[config.mk]
export PLATFORM = sky130hd
export DESIGN_NAME = btac_ctrl
export DESIGN_NICKNAME = d
export VERILOG_FILES = /design/src/design/btac_pkg.sv /design/src/design/btac_ctrl.sv
export SDC_FILE = /design/constraint.sdc
export NUM_CORES = 1
export LEC_CHECK = 0
export ABC_AREA = 1
export ABC_CLOCK_PERIOD_IN_PS = 3100
export BUFFER_PORTS_ARGS = -buffer_cell sky130_fd_sc_hd__buf_2
export CAP_MARGIN = 5
export CORE_AREA = 2 2 236 238
export CTS_CLUSTER_DIAMETER = 80
export DETAILED_ROUTE_END_ITERATION = 6
export DIE_AREA = 0 0 238 240
export HOLD_SLACK_MARGIN = 0.05
export PLACE_DENSITY = 0.41
export SETUP_SLACK_MARGIN = 0.02
export SLEW_MARGIN = 20
export SYNTH_ARGS = -nofsm -noshare
export SYNTH_HDL_FRONTEND = slang
export SYNTH_SLANG_ARGS = --single-unit
[constraint.sdc]
create_clock -name clock -period 3.1 [get_ports clock]
set_clock_uncertainty 0.05 [all_clocks]
set_input_delay 0.155 -clock clock [delete_from_list [all_inputs] [get_ports clock]]
set_output_delay 0.155 -clock clock [all_outputs]
set_load 0.005 [all_outputs]
[src/design/btac_pkg.sv]
package btac_pkg;

  // one pc or address word
  localparam int xlen = 32;

  // a table entry packs three words side by side
  localparam int entry_width = 3 * xlen;

  // tag holds the branch pc and sits in the top word
  localparam int entry_tag_lsb = 2 * xlen;

  // target of the jump
  localparam int entry_target_lsb = xlen;

  // pc of the instruction after the branch
  localparam int entry_npc_lsb = 0;

endpackage

[src/design/btac_ctrl.sv]
`timescale 1ns/1ps

module btac_ctrl #(
  parameter int entries = 64,
  localparam int idx_width = $clog2(entries)
) (
  input  logic                             clock,
  input  logic                             reset,
  input  logic                             clear,

  // fetch side
  input  logic [btac_pkg::xlen-1:0]        get_pc,
  input  logic                             taken,
  input  logic [btac_pkg::xlen-1:0]        taddr,
  input  logic [btac_pkg::xlen-1:0]        tpc,

  // resolved instructions from execute with port 0 first
  input  logic                             upd_jump0,
  input  logic                             upd_branch0,
  input  logic [btac_pkg::xlen-1:0]        upd_pc0,
  input  logic [btac_pkg::xlen-1:0]        upd_addr0,
  input  logic [btac_pkg::xlen-1:0]        upd_npc0,
  input  logic                             upd_jump1,
  input  logic                             upd_branch1,
  input  logic [btac_pkg::xlen-1:0]        upd_pc1,
  input  logic [btac_pkg::xlen-1:0]        upd_addr1,
  input  logic [btac_pkg::xlen-1:0]        upd_npc1,

  // predictions
  output logic                             pred_branch,
  output logic [btac_pkg::xlen-1:0]        pred_baddr,
  output logic [btac_pkg::xlen-1:0]        pred_pc,
  output logic                             pred_miss,
  output logic [btac_pkg::xlen-1:0]        pred_maddr,

  // table port
  output logic                             wen,
  output logic [idx_width-1:0]             waddr,
  output logic [idx_width-1:0]             raddr,
  output logic [btac_pkg::entry_width-1:0] wdata,
  input  logic [btac_pkg::entry_width-1:0] rdata
);

  logic [btac_pkg::xlen-1:0] rd_tag;
  logic [btac_pkg::xlen-1:0] rd_target;
  logic [btac_pkg::xlen-1:0] rd_npc;
  logic                      hit;

  // pending predicted-taken record
  logic                      rec_taken_q;
  logic [btac_pkg::xlen-1:0] rec_taddr_q;
  logic [btac_pkg::xlen-1:0] rec_tpc_q;

  // record as seen this cycle where a new taken input overrides the stored one
  logic                      rec_taken;
  logic [btac_pkg::xlen-1:0] rec_taddr;
  logic [btac_pkg::xlen-1:0] rec_tpc;

  logic                      resolve;

  // lookup

  always_comb begin
    if (clear) begin
      raddr = '0;
    end else begin
      raddr = get_pc[idx_width:1];
    end
  end

  assign rd_tag    = rdata[btac_pkg::entry_tag_lsb +: btac_pkg::xlen];
  assign rd_target = rdata[btac_pkg::entry_target_lsb +: btac_pkg::xlen];
  assign rd_npc    = rdata[btac_pkg::entry_npc_lsb +: btac_pkg::xlen];

  // an all-zero entry was never written
  assign hit = (|rdata) && (rd_tag == get_pc);

  always_comb begin
    pred_branch = 1'b0;
    pred_baddr  = '0;
    pred_pc     = '0;
    if (!clear && hit) begin
      pred_branch = 1'b1;
      pred_baddr  = rd_target;
      pred_pc     = rd_npc;
    end
  end

  // update where port 0 wins when both jump

  always_comb begin
    wen   = 1'b0;
    waddr = '0;
    wdata = '0;
    if (!clear) begin
      if (upd_jump0) begin
        wen   = 1'b1;
        waddr = upd_pc0[idx_width:1];
        wdata[btac_pkg::entry_tag_lsb +: btac_pkg::xlen]    = upd_pc0;
        wdata[btac_pkg::entry_target_lsb +: btac_pkg::xlen] = upd_addr0;
        wdata[btac_pkg::entry_npc_lsb +: btac_pkg::xlen]    = upd_npc0;
      end else if (upd_jump1) begin
        wen   = 1'b1;
        waddr = upd_pc1[idx_width:1];
        wdata[btac_pkg::entry_tag_lsb +: btac_pkg::xlen]    = upd_pc1;
        wdata[btac_pkg::entry_target_lsb +: btac_pkg::xlen] = upd_addr1;
        wdata[btac_pkg::entry_npc_lsb +: btac_pkg::xlen]    = upd_npc1;
      end
    end
  end

  // misprediction check

  always_comb begin
    rec_taken = taken | rec_taken_q;
    rec_taddr = taken ? taddr : rec_taddr_q;
    rec_tpc   = taken ? tpc : rec_tpc_q;
  end

  // any resolution on either port consumes the record
  assign resolve = upd_jump0 | upd_branch0 | upd_jump1 | upd_branch1;

  always_comb begin
    pred_miss  = 1'b0;
    pred_maddr = '0;
    if (!clear) begin
      if (upd_jump0) begin
        pred_maddr = upd_addr0;
        pred_miss  = rec_taken ? (upd_addr0 != rec_taddr) : 1'b1;
      end else if (upd_branch0) begin
        // predicted taken but fell through
        if (rec_taken) begin
          pred_miss  = 1'b1;
          pred_maddr = rec_tpc;
        end
      end else if (upd_jump1) begin
        pred_maddr = upd_addr1;
        pred_miss  = rec_taken ? (upd_addr1 != rec_taddr) : 1'b1;
      end else if (upd_branch1) begin
        if (rec_taken) begin
          pred_miss  = 1'b1;
          pred_maddr = rec_tpc;
        end
      end
    end
  end

  always_ff @(posedge clock) begin
    if (!reset) begin
      rec_taken_q <= 1'b0;
    end else if (clear || resolve) begin
      rec_taken_q <= 1'b0;
    end else begin
      rec_taken_q <= rec_taken;
    end
  end

  // target and pc of the latest taken input
  always_ff @(posedge clock) begin
    if (taken) begin
      rec_taddr_q <= taddr;
      rec_tpc_q   <= tpc;
    end
  end

endmodule

==> results of run 1 <==
state kept, by name, summed over array words and instances, names as in the netlist:
register / count
rec_taddr_q: 32
rec_taken_q: 1
rec_tpc_q: 32
metrics by stage:
stage	std cells	power [W]	utilization	hold WS [ns]
global route	2531	0.00334	0.197	0.0752
floorplan	1224	0.00150	-	0.181
finish	2535	0.00312	0.197	0.0553
CTS	2527	0.00318	0.197	0.0502
detailed placement	2470	0.00215	0.184	0.313
global placement	2470	0.00214	0.184	0.296
per-layer routing:
| metal | vias up | wire length, microns |
|---|---|---|
| met5 | - | 163 |
| met4 | 28 | 1180 |
| met3 | 81 | 3830 |
| met2 | 442 | 21500 |
| met1 | 4585 | 17600 |
| li1 | 5058 | - |
critical path, cell delays in order:
cell     delay (ns)
buf_2          0.11
nor4_1         0.74
nand4_1        0.16
nor2_1         0.16
nand3_1        0.11
nand3_2        0.07
buf_4          0.47
nor2_1         0.10
buf_2          0.15
layout by cell type (no fill, tap or decap), drive strengths merged:
| cell | instances |
|---|---|
| nand3 | 36 |
| a211oi | 1 |
| a221oi | 1 |
| nand4 | 15 |
| nand2 | 414 |
| buf | 615 |
| nor3 | 2 |
| nor4 | 24 |
| clkinv | 4 |
| clkbuf | 11 |
| dlygate4sd3 | 43 |
| o22ai | 5 |
| o21ai | 49 |
| o211ai | 3 |
| diode | 8 |
| nand3b | 9 |
| and2 | 1 |
| xnor2 | 19 |
| a21oi | 165 |
| nor2 | 186 |
| dfxtp | 65 |
| or2 | 3 |
| xor2 | 12 |
| a22o | 2 |
| inv | 138 |
where the power goes:
group	internal [W]	switching (W)	leakage [nW]
registers	0.000913	0.0000185	0.547
logic	0.000509	0.000717	5.51
clock network	0.000553	0.000406	0.131
total	0.00198	0.00114	6.19
how the worst max path moves through the flow:
stage                endpoint  slack, ns  cells after the start
2_1_floorplan       wdata[66]       1.55                      7
3_3_place_gp        pred_miss       0.71                     13
3_5_place_dp   pred_baddr[27]       0.72                      9
4_1_cts        pred_baddr[27]       0.70                      9
5_1_grt           pred_pc[31]       0.55                      9
6_report       pred_baddr[30]       0.65                      9
cell families after synthesis:
group / count (synthesis) / synth area share
DFF: 65 / 0.204
AOI/OAI and AO/OA: 226 / 0.181
and+or+nand+nor: 690 / 0.436
xor gates and xnor gates: 31 / 0.0425
buffers and inverters: 212 / 0.136
area by class of cell:
cell class                      count  area, sq um  area share
Multi-Input combinational cell    947         4240       0.393
Timing Repair Buffer              658         3570       0.331
Sequential cell                    65         1300       0.121
Tap cell                          704          881      0.0817
Inverter                          139          522      0.0484
Clock buffer                       11          243      0.0225
Antenna cell                        8         20.0     0.00186
Clock inverter                      3         18.8     0.00174
==> summary.txt, run 1 <==
Global route
  • Grt total ovfl: 0
  • Initial antenna violation count: 24
  • First-pass GRT wire length: 61700 microns
  • Vias in the first global route: 10074
  • Largest net degree at the start of global routing: 67
  • Met3 GRT Util: 0.0509
  • GR Util All Layers: 0.145
  • Met1 Usage GRT: 0.165
  • GRT Max-Usage Layer: met2
  • Met2 Use GR: 0.256

STA
  • Sum Neg Setup Slack: 0 ns
  • Minimum clock period: 2.45 ns
  • Final Max Tran Viols: 0
  • Final worst-path cycle share: 0.790
  • Max_slew headroom: 0.288
  • Max Freq: 0.408 GHz
  • Least-Margin Pin Slew: 1.07 ns
  • Setup slack after layout: 0.651 ns
  • Unrepaired setup endpoints after global routing: no
  • Finish-stage setup viols: 0
  • Final Hold Fails: 0

Logic synthesis
  • Synth Register Bits: 65
  • Gate count after technology mapping: 1224
  • Syn avg cell area: 5.22 sq um
  • Syn nets: 1616
  • Synth warnings: 0
  • Synth top area cells: nand2_1, dfxtp_1, a21oi_1, nor2_1, inv_1
  • Post-synth top area share: 0.243
  • Top_reg_cell synth: dfxtp_1
  • Most frequent cell after synthesis: nand2_1
  • Yosys top cell by area: nand2_1
  • Synth async-reset ratio: 0
  • EDFF count, synth: 0
  • Count of cell types in the netlist: 31
  • Synth top cells by count: nand2_1, nor2_1, a21oi_1
  • Post-synthesis instance area: 6390 sq um
  • Part of the Yosys area used for sequential elements: 0.204

Placed design
  • Cell Area, Placed: 10100 sq um
  • Routability cong.: 0.957
  • DP Worst Slack: 0.715 ns
  • HPWL after DPL: 37500 microns
  • PortBufs: 598

Worst hold path
  • Worst hold endpoint: rec_tpc_q[23]
  • Hold depth: 3
  • Hold path start: tpc[23]
  • Worst min path class: in2reg

CTS
  • Post-CTS Setup Bufs: 0
  • Worst-Skew Late Latency: 0.34 ns
  • Post-CTS Hold Buffers: 43
  • Htree depth: 3
  • CTS tree: built
  • Cts repair resizes: 0
  • Worst-path clk slew: 0.06 ns
  • Clock tree buffer depth: 2
  • Clock tree root buffer cell: clkbuf_16
  • Total CTS buffers: 9
  • Clock sink count: 65

Route
  • Number of vias per cell: 4.02
  • ANT nets after route: 0
  • Routed wire length: 44300 microns
  • 1st-pass router iterations: 5
  • Initial drt markers: 499
  • Wire per inst: 17.5 microns
  • DR DRC count: 0
  • Routed via count: 10194

Die
  • I/O pin total: 599
  • Initial core utilization: 0.117
  • Die height: 240 microns
  • Row count: 86
  • Die X: 238 microns
  • Area of the core: 54700 sq um
  • Die area: 57100 sq um

Critical path
  • Critical path class: in2out
  • Crit path from: rdata[92]
  • Worst setup SP type: primary input
  • FF-to-FF Start: rec_taken_q
  • Critical path peak fanout: 65
  • Worst path arrival time: 2.24 ns
  • FF-to-FF End: rec_taken_q
  • R2R depth: 3
  • Critical Path Sink Type: primary output
  • Required time of the critical path: 2.89 ns
  • R2R Setup Slk: 1.65 ns

Final layout
  • Fillcell total: 6466
  • Area growth from synthesis to layout: 68.9%
  • NumNets Final: 2212
  • Share of layout cells above drive strength 1: 0.349
  • Design Area, Final: 10800 sq um

Flow run
  • Number of max-cap violations: 0

Power and ir drop
  • PwrDens: 289 nW/um^2
  • Maximum vdd drop: 0.262 mV
  • Leakage: 6.19 nW

Status
  • Outcome: completed
Power figures use the tool's default switching activity.
==> run 2, diff against run 1 <==
Settings changed: ABC_AREA 1 to 0, ABC_CLOCK_PERIOD_IN_PS 3100 to 2300, CORE_AREA 2 2 236 238 to 2 2 234 236, DIE_AREA 0 0 238 240 to 0 0 236 238.
Clock period 3.1 ns to 2.3 ns, I/O delays scaled along.
==> run 2 against run 1 <==
Net effect: combinational power rose by 51%; power is 47% higher; die area down 1.7%; sequential share of layout area down 0.34 points; global-route usage up 0.80 points; register-to-register slack worse by 0.69 ns; wire length increased by 2.8%; clock power rose by 49%; largest cell class unchanged.
==> summary.txt, run 2 <==
Critical path
  • Critical Path Sink Type: primary output
  • Worst setup SP type: flop
  • CP Cell Sequence: mux2i_4 > buf_4 > xnor2_1 > nor4_1 > nand3_1 > o31ai_2 > a41oi_2 > buf_2
  • Required time of the critical path: 2.13 ns (-0.76 ns)
  • Critical path class: reg2out
  • Buf/Inv on CP: 2 (-1)
  • Slowest library cell on the worst path: dfxtp_1
  • FF-to-FF Start: rec_taddr_q[26]
  • Crit path from: rec_taddr_q[24]
  • Crit path max-delay family: simple AND/OR/NAND/NOR gates
  • Worst path arrival time: 2.13 ns (-0.11 ns)
  • Worst path max stage delay: 0.35 ns (-0.39 ns)
  • Critical path peak fanout: 2 (-97%)

Logic synthesis
  • EDFF count, synth: 0 (unchanged)
  • Synth top area cells: dfxtp_1, xnor2_1, nor2_1, mux2i_1, a22oi_1
  • Synth Register Bits: 65 (unchanged)
  • Synth warnings: 0 (unchanged)
  • Most frequent cell after synthesis: nor2_1
  • Part of the Yosys area used for sequential elements: 0.210 (+0.00617)
  • Post-synthesis instance area: 6200 sq um (-2.9%)
  • Post-synth top area share: 0.210 (-0.0328)
  • Gate count after technology mapping: 803 (-34%)
  • Top_reg_cell synth: dfxtp_1
  • Count of cell types in the netlist: 35 (+13%)
  • Synth async-reset ratio: 0 (unchanged)
  • Syn avg cell area: 7.72 sq um (+48%)
  • Syn nets: 1195 (-26%)
  • Yosys top cell by area: dfxtp_1
  • Synth top cells by count: nor2_1, xnor2_1, dfxtp_1

STA
  • Final Hold Fails: 0 (unchanged)
  • Max_slew headroom: 0.603 (+0.315)
  • Unrepaired setup endpoints after global routing: yes
  • Sum Neg Setup Slack: 0 ns (unchanged)
  • Max Freq: 0.435 GHz
  • Final Max Tran Viols: 0 (unchanged)
  • Final worst-path cycle share: 0.999
  • Finish-stage setup viols: 0 (unchanged)
  • Least-Margin Pin Slew: 0.595 ns (-0.473 ns)
  • Setup slack after layout: 0.00157 ns (-0.649 ns)
  • Hold Slack: 0.0551 ns (-0.000159 ns)
  • Minimum clock period: 2.30 ns

Route
  • Wire per inst: 21.1 microns (+21%)
  • 1st-pass router iterations: 5 (unchanged)
  • Number of vias per cell: 4.00 (-0.51%)
  • ANT nets after route: 0 (unchanged)
  • DR DRC count: 0 (unchanged)
  • Routed via count: 8634 (-15%)
  • Routed wire length: 45500 microns (+2.8%)
  • Initial drt markers: 601 (+20%)

CTS
  • Worst-path clk slew: 0.05 ns (about the same)
  • Htree depth: 3 (unchanged)
  • Worst-Skew Late Latency: 0.33 ns (about the same)
  • Clock tree root buffer cell: clkbuf_16
  • Clock tree buffer depth: 2 (unchanged)
  • Total CTS buffers: 9 (unchanged)
  • Post-CTS Setup Bufs: 0 (unchanged)
  • Clock sink count: 65 (unchanged)
  • CTS tree: built

Power and ir drop
  • Maximum vdd drop: 0.324 mV (+24%)
  • Tot Pwr: 0.00458 W (+47%)
  • Leakage: 5.56 nW (-10%)
  • PwrDens: 412 nW/um^2 (+43%)

Final layout
  • Share of layout cells above drive strength 1: 0.503 (+0.154)
  • NumNets Final: 1836 (-17%)
  • Core occupancy in the finished layout: 0.207 (+0.0101)
  • Most frequent cells in the layout: buf_2, nor2_1, xnor2_1
  • Area growth from synthesis to layout: 79.0%
  • Most common cell after layout, fill and taps aside: buf_2
  • Top flop regs: rec_taddr_q x32, rec_tpc_q x32, rec_taken_q x1

Placed design
  • DP Worst Slack: -0.190 ns (-0.905 ns)
  • PortBufs: 598 (unchanged)
  • HPWL after DPL: 40600 microns (+8.1%)
  • Routability cong.: 0.879 (-8.2%)

Worst hold path
  • Hold path start: tpc[17]
  • Worst min path class: in2reg

Flow run
  • Number of max-cap violations: 0 (unchanged)

Global route
  • Vias in the first global route: 8624 (-14%)
  • Grt total ovfl: 0 (unchanged)
  • Initial antenna violation count: 22 (-8.3%)
  • GR Util All Layers: 0.153 (+0.00803)
  • Largest net degree at the start of global routing: 67 (unchanged)
  • First-pass GRT wire length: 61600 microns (about the same)

Die
  • Die X: 236 microns (-0.84%)
  • Row count: 85 (-1.2%)
  • Area of the core: 53500 sq um (-2.1%)
  • Initial core utilization: 0.116 (-0.000959)
  • I/O pin total: 599 (unchanged)
  • Die area: 56200 sq um (-1.7%)
  • Die height: 238 microns (-0.83%)

Status
  • Outcome: completed
## run 2: cells by family (layout without fill, tap and decap cells)
group           after synthesis  after routing  synth area share
simple gates                310            310             0.257
compound gates              138            138             0.146
other cells                   0             15                 0
flops                        65             65             0.210
xor+xnor                     95             95             0.134
mux                          95             95             0.182
buf+inv                     100            744            0.0711
## run 2: final timing paths
path,end,slack (ns),cells after the start
setup / recovery,pred_miss,0.002,8
hold / removal,rec_tpc_q[17],0.06,2
setup reg to reg,rec_taddr_q[26],0.96,3
hold reg to reg,rec_tpc_q[9],0.44,1
## run 2: per-layer routing
layer | track usage | share of wire
met5 | 0 | 0.00090
met4 | 0.0743 | 0.038
met3 | 0.0633 | 0.11
met2 | 0.285 | 0.52
met1 | 0.146 | 0.33
## run 2: power by group
group	switching, W	internal (W)	total, W
logic	0.000965	0.000900	0.00186
registers	0.0000374	0.00125	0.00128
clock network	0.000514	0.000916	0.00143
total	0.00152	0.00306	0.00458
## run 2: worst reg2reg max path, cell delays in order, from the launching register on
cell           delay [ns]
dfxtp_1              0.30
mux2i_2              0.24
dlygate4sd3_1        0.61
inv_1                0.04
## run 2: cell type report
cell class | instances | area, sq um
flip-flops and latches | 65 | 1300
clock inverters | 2 | 37.5
multi-input cells | 638 | 4510
well taps | 696 | 871
fillers | 6052 | 42400
clock buffers | 12 | 267
inverters | 35 | 131
repair buffers | 695 | 3940
diodes | 15 | 37.5
## run 2: per-stage QoR
stage	instance area [sq um]	std cells
floorplan	6200	803
global placement	10300	2091
detailed placement	10300	2091
CTS	11000	2143
global route	11100	2155
finish	11100	2158
## run 2: repair_timing
item / 4_1_cts / 5_1_grt
gates resized for setup: 6 / 3
cloned: 0 / 0
setup endpoints to repair: 5 / 65
endpoints found under the hold margin: 38 / 0
hold buffers: 38 / 0
pin swaps: 3 / 0
==> run 3, diff against run 2 <==
Settings changed: CAP_MARGIN 5 to default, PLACE_DENSITY 0.41 to 0.37.
==> run 3 against run 2 <==
Net effect: non-clock buffer count is 3 higher; critical path depth rose by 2; flip-flop and latch count unchanged; utilization about the same; die area did not move; wire length increased by 2.2%; hold slack gained 0.0094 ns; critical endpoint unchanged; global-route usage is 0.32 points higher; register-to-register slack hardly changed.
==> summary.txt, run 3 (synthesis gave the netlist of run 2 again) <==
Status
  • Outcome: completed

STA
  • Max_slew headroom: 0.465 (-0.138)
  • Unrepaired setup endpoints after global routing: yes
  • Final Hold Fails: 0 (unchanged)
  • Final worst-path cycle share: 0.986 (-0.0131)
  • Sum Neg Setup Slack: 0 ns (unchanged)
  • Final Max Tran Viols: 0 (unchanged)
  • Minimum clock period: 2.27 ns (-0.0300 ns)
  • Finish-stage setup viols: 0 (unchanged)
  • Max Freq: 0.441 GHz (+1.3%)
  • Least-Margin Pin Slew: 0.802 ns (+0.207 ns)

Global route
  • GR Util All Layers: 0.157 (+0.00322)
  • Met3 GRT Util: 0.0487 (-0.0146)
  • Initial antenna violation count: 21 (-4.5%)
  • GRT Max-Usage Layer: met2
  • Grt total ovfl: 0 (unchanged)
  • Vias in the first global route: 8673 (+0.57%)
  • Largest net degree at the start of global routing: 71 (+6.0%)
  • First-pass GRT wire length: 63000 microns (+2.2%)
  • Met2 Use GR: 0.298 (+0.0125)
  • Met1 Usage GRT: 0.157 (+0.0109)

Power and ir drop
  • Maximum vdd drop: 0.321 mV (-0.84%)
  • PwrDens: 411 nW/um^2 (-0.23%)
  • Leakage: 5.57 nW (+0.25%)
  • Tot Pwr: 0.00456 W (-0.43%)

CTS
  • CTS tree: built
  • Total CTS buffers: 9 (unchanged)
  • Htree depth: 3 (unchanged)
  • Clock tree buffer depth: 2 (unchanged)
  • Worst-path clk slew: 0.06 ns (about the same)
  • Clock tree root buffer cell: clkbuf_16
  • Clock sink count: 65 (unchanged)
  • Worst-Skew Late Latency: 0.33 ns (about the same)
  • Post-CTS Setup Bufs: 0 (unchanged)

Final layout
  • Top flop regs: rec_taddr_q x32, rec_tpc_q x32, rec_taken_q x1
  • Register area: 1300 sq um (unchanged)
  • Multi-input gate area: 4530 sq um (+0.39%)
  • Core occupancy in the finished layout: 0.207 (-0.000421)
  • Share of layout cells above drive strength 1: 0.509 (+0.00584)
  • Fillcell total: 6069 (+0.28%)
  • Most frequent cells in the layout: buf_2, nor2_1, xnor2_1
  • Area growth from synthesis to layout: 78.7%
  • NumNets Final: 1839 (+0.16%)
  • Most common cell after layout, fill and taps aside: buf_2

Route
  • Number of vias per cell: 3.98 (-0.60%)
  • Routed wire length: 46600 microns (+2.2%)
  • Wire per inst: 21.5 microns (+2.0%)
  • ANT nets after route: 0 (unchanged)
  • Routed via count: 8598 (-0.42%)
  • Initial drt markers: 372 (-38%)
  • 1st-pass router iterations: 4 (-1)
  • DR DRC count: 0 (unchanged)

Die
  • Initial core utilization: 0.116 (unchanged)
  • Row count: 85 (unchanged)
  • Die height: 238 microns (unchanged)
  • Area of the core: 53500 sq um (unchanged)
  • I/O pin total: 599 (unchanged)
  • Die X: 236 microns (unchanged)
  • Die area: 56200 sq um (unchanged)

Critical path
  • Worst setup SP type: primary input
  • Required time of the critical path: 2.13 ns (about the same)
  • Slowest library cell on the worst path: dlygate4sd3_1
  • Critical Path Sink Type: primary output
  • Buf/Inv on CP: 4 (+2)
  • Crit path max-delay family: buffers and inverters
  • Worst path arrival time: 2.10 ns (-0.03 ns)
  • Critical path class: in2out
  • Critical path peak fanout: 3 (+1)
  • Top cell by count, worst path: buf_2
  • CP Cell Sequence: dlygate4sd3_1 > buf_2 > mux2i_4 > xnor2_1 > nor4_1 > buf_4 > nand4_1 > o31ai_2 > a41oi_2 > buf_2
  • Worst path max stage delay: 0.55 ns (+0.20 ns)

Placed design
  • PortBufs: 598 (unchanged)
  • Routability cong.: 0.862 (-1.9%)
  • HPWL after DPL: 41200 microns (+1.7%)

Flow run
  • Number of max-cap violations: 0 (unchanged)

Worst hold path
  • Worst min path class: in2reg
==> run 3: cell types whose count changed in the layout (fill, tap and decap cells not counted), sizes merged <==
cell / before / now
clkbuf: 12 / 10
clkinv: 0 / 5
diode: 15 / 14
clkinvlp: 1 / 0
dlygate4sd3: 38 / 34
buf: 657 / 664
==> run 3: where the power goes <==
part / internal, W / switching, W / total (W)
clock: 0.000834 / 0.000564 / 0.00140
sequential: 0.00124 / 0.0000373 / 0.00128
combinational: 0.000902 / 0.000974 / 0.00188
total: 0.00298 / 0.00158 / 0.00456
==> run 3: area by class of cell <==
type / instances / share of cell area
multi-input combinational: 638 / 0.409
timing repair buffer: 698 / 0.354
sequential: 65 / 0.118
tap: 696 / 0.0786
clock buffer: 10 / 0.0207
inverter: 35 / 0.0119
clock inverter: 6 / 0.00531
antenna: 14 / 0.00316
==> run 3: metal layers <==
layer  routed length [microns]  part of all wire
met3                      3700             0.079
met2                     24500              0.53
met4                      1790             0.038
met5                        14           0.00030
met1                     16500              0.35
==> run 3: stage by stage <==
| step | cells | cell area, sq um | hold slack, ns | setup slack (ns) |
|---|---|---|---|---|
| after floorplan | 803 | 6200 | 0.198 | 0.495 |
| after global placement | 2098 | 10300 | 0.315 | -0.191 |
| after detailed placement | 2098 | 10300 | 0.315 | -0.136 |
| after CTS | 2148 | 11000 | 0.0559 | -0.0274 |
| after global routing | 2159 | 11100 | 0.0660 | -0.131 |
| final | 2162 | 11100 | 0.0645 | 0.0316 |
==> run 3: worst reg2reg max path: cells and delay by family (launching register included) <==
kind / cells / cell delay, ns
DFF: 1 / 0.29
buffers and inverters: 2 / 0.65
muxes: 1 / 0.27
==> run 3: final timing paths <==
kind / from / to / slack (ns) / cells past startpoint
worst min-delay path: taddr[11] / rec_taddr_q[11] / 0.06 / 4
worst max register to register: rec_taddr_q[16] / rec_taddr_q[16] / 0.95 / 3
worst max-delay path: taddr[1] / pred_miss / 0.03 / 10
worst min register to register: rec_tpc_q[30] / rec_tpc_q[30] / 0.44 / 1
==> run 3: repair_timing <==
action                                 4_1_cts  5_1_grt
endpoints found under the hold margin       34        0
setup endpoints to repair                   65        1
hold buffers                                34        0
pin swaps                                    0        2
gates resized for setup                      4        7
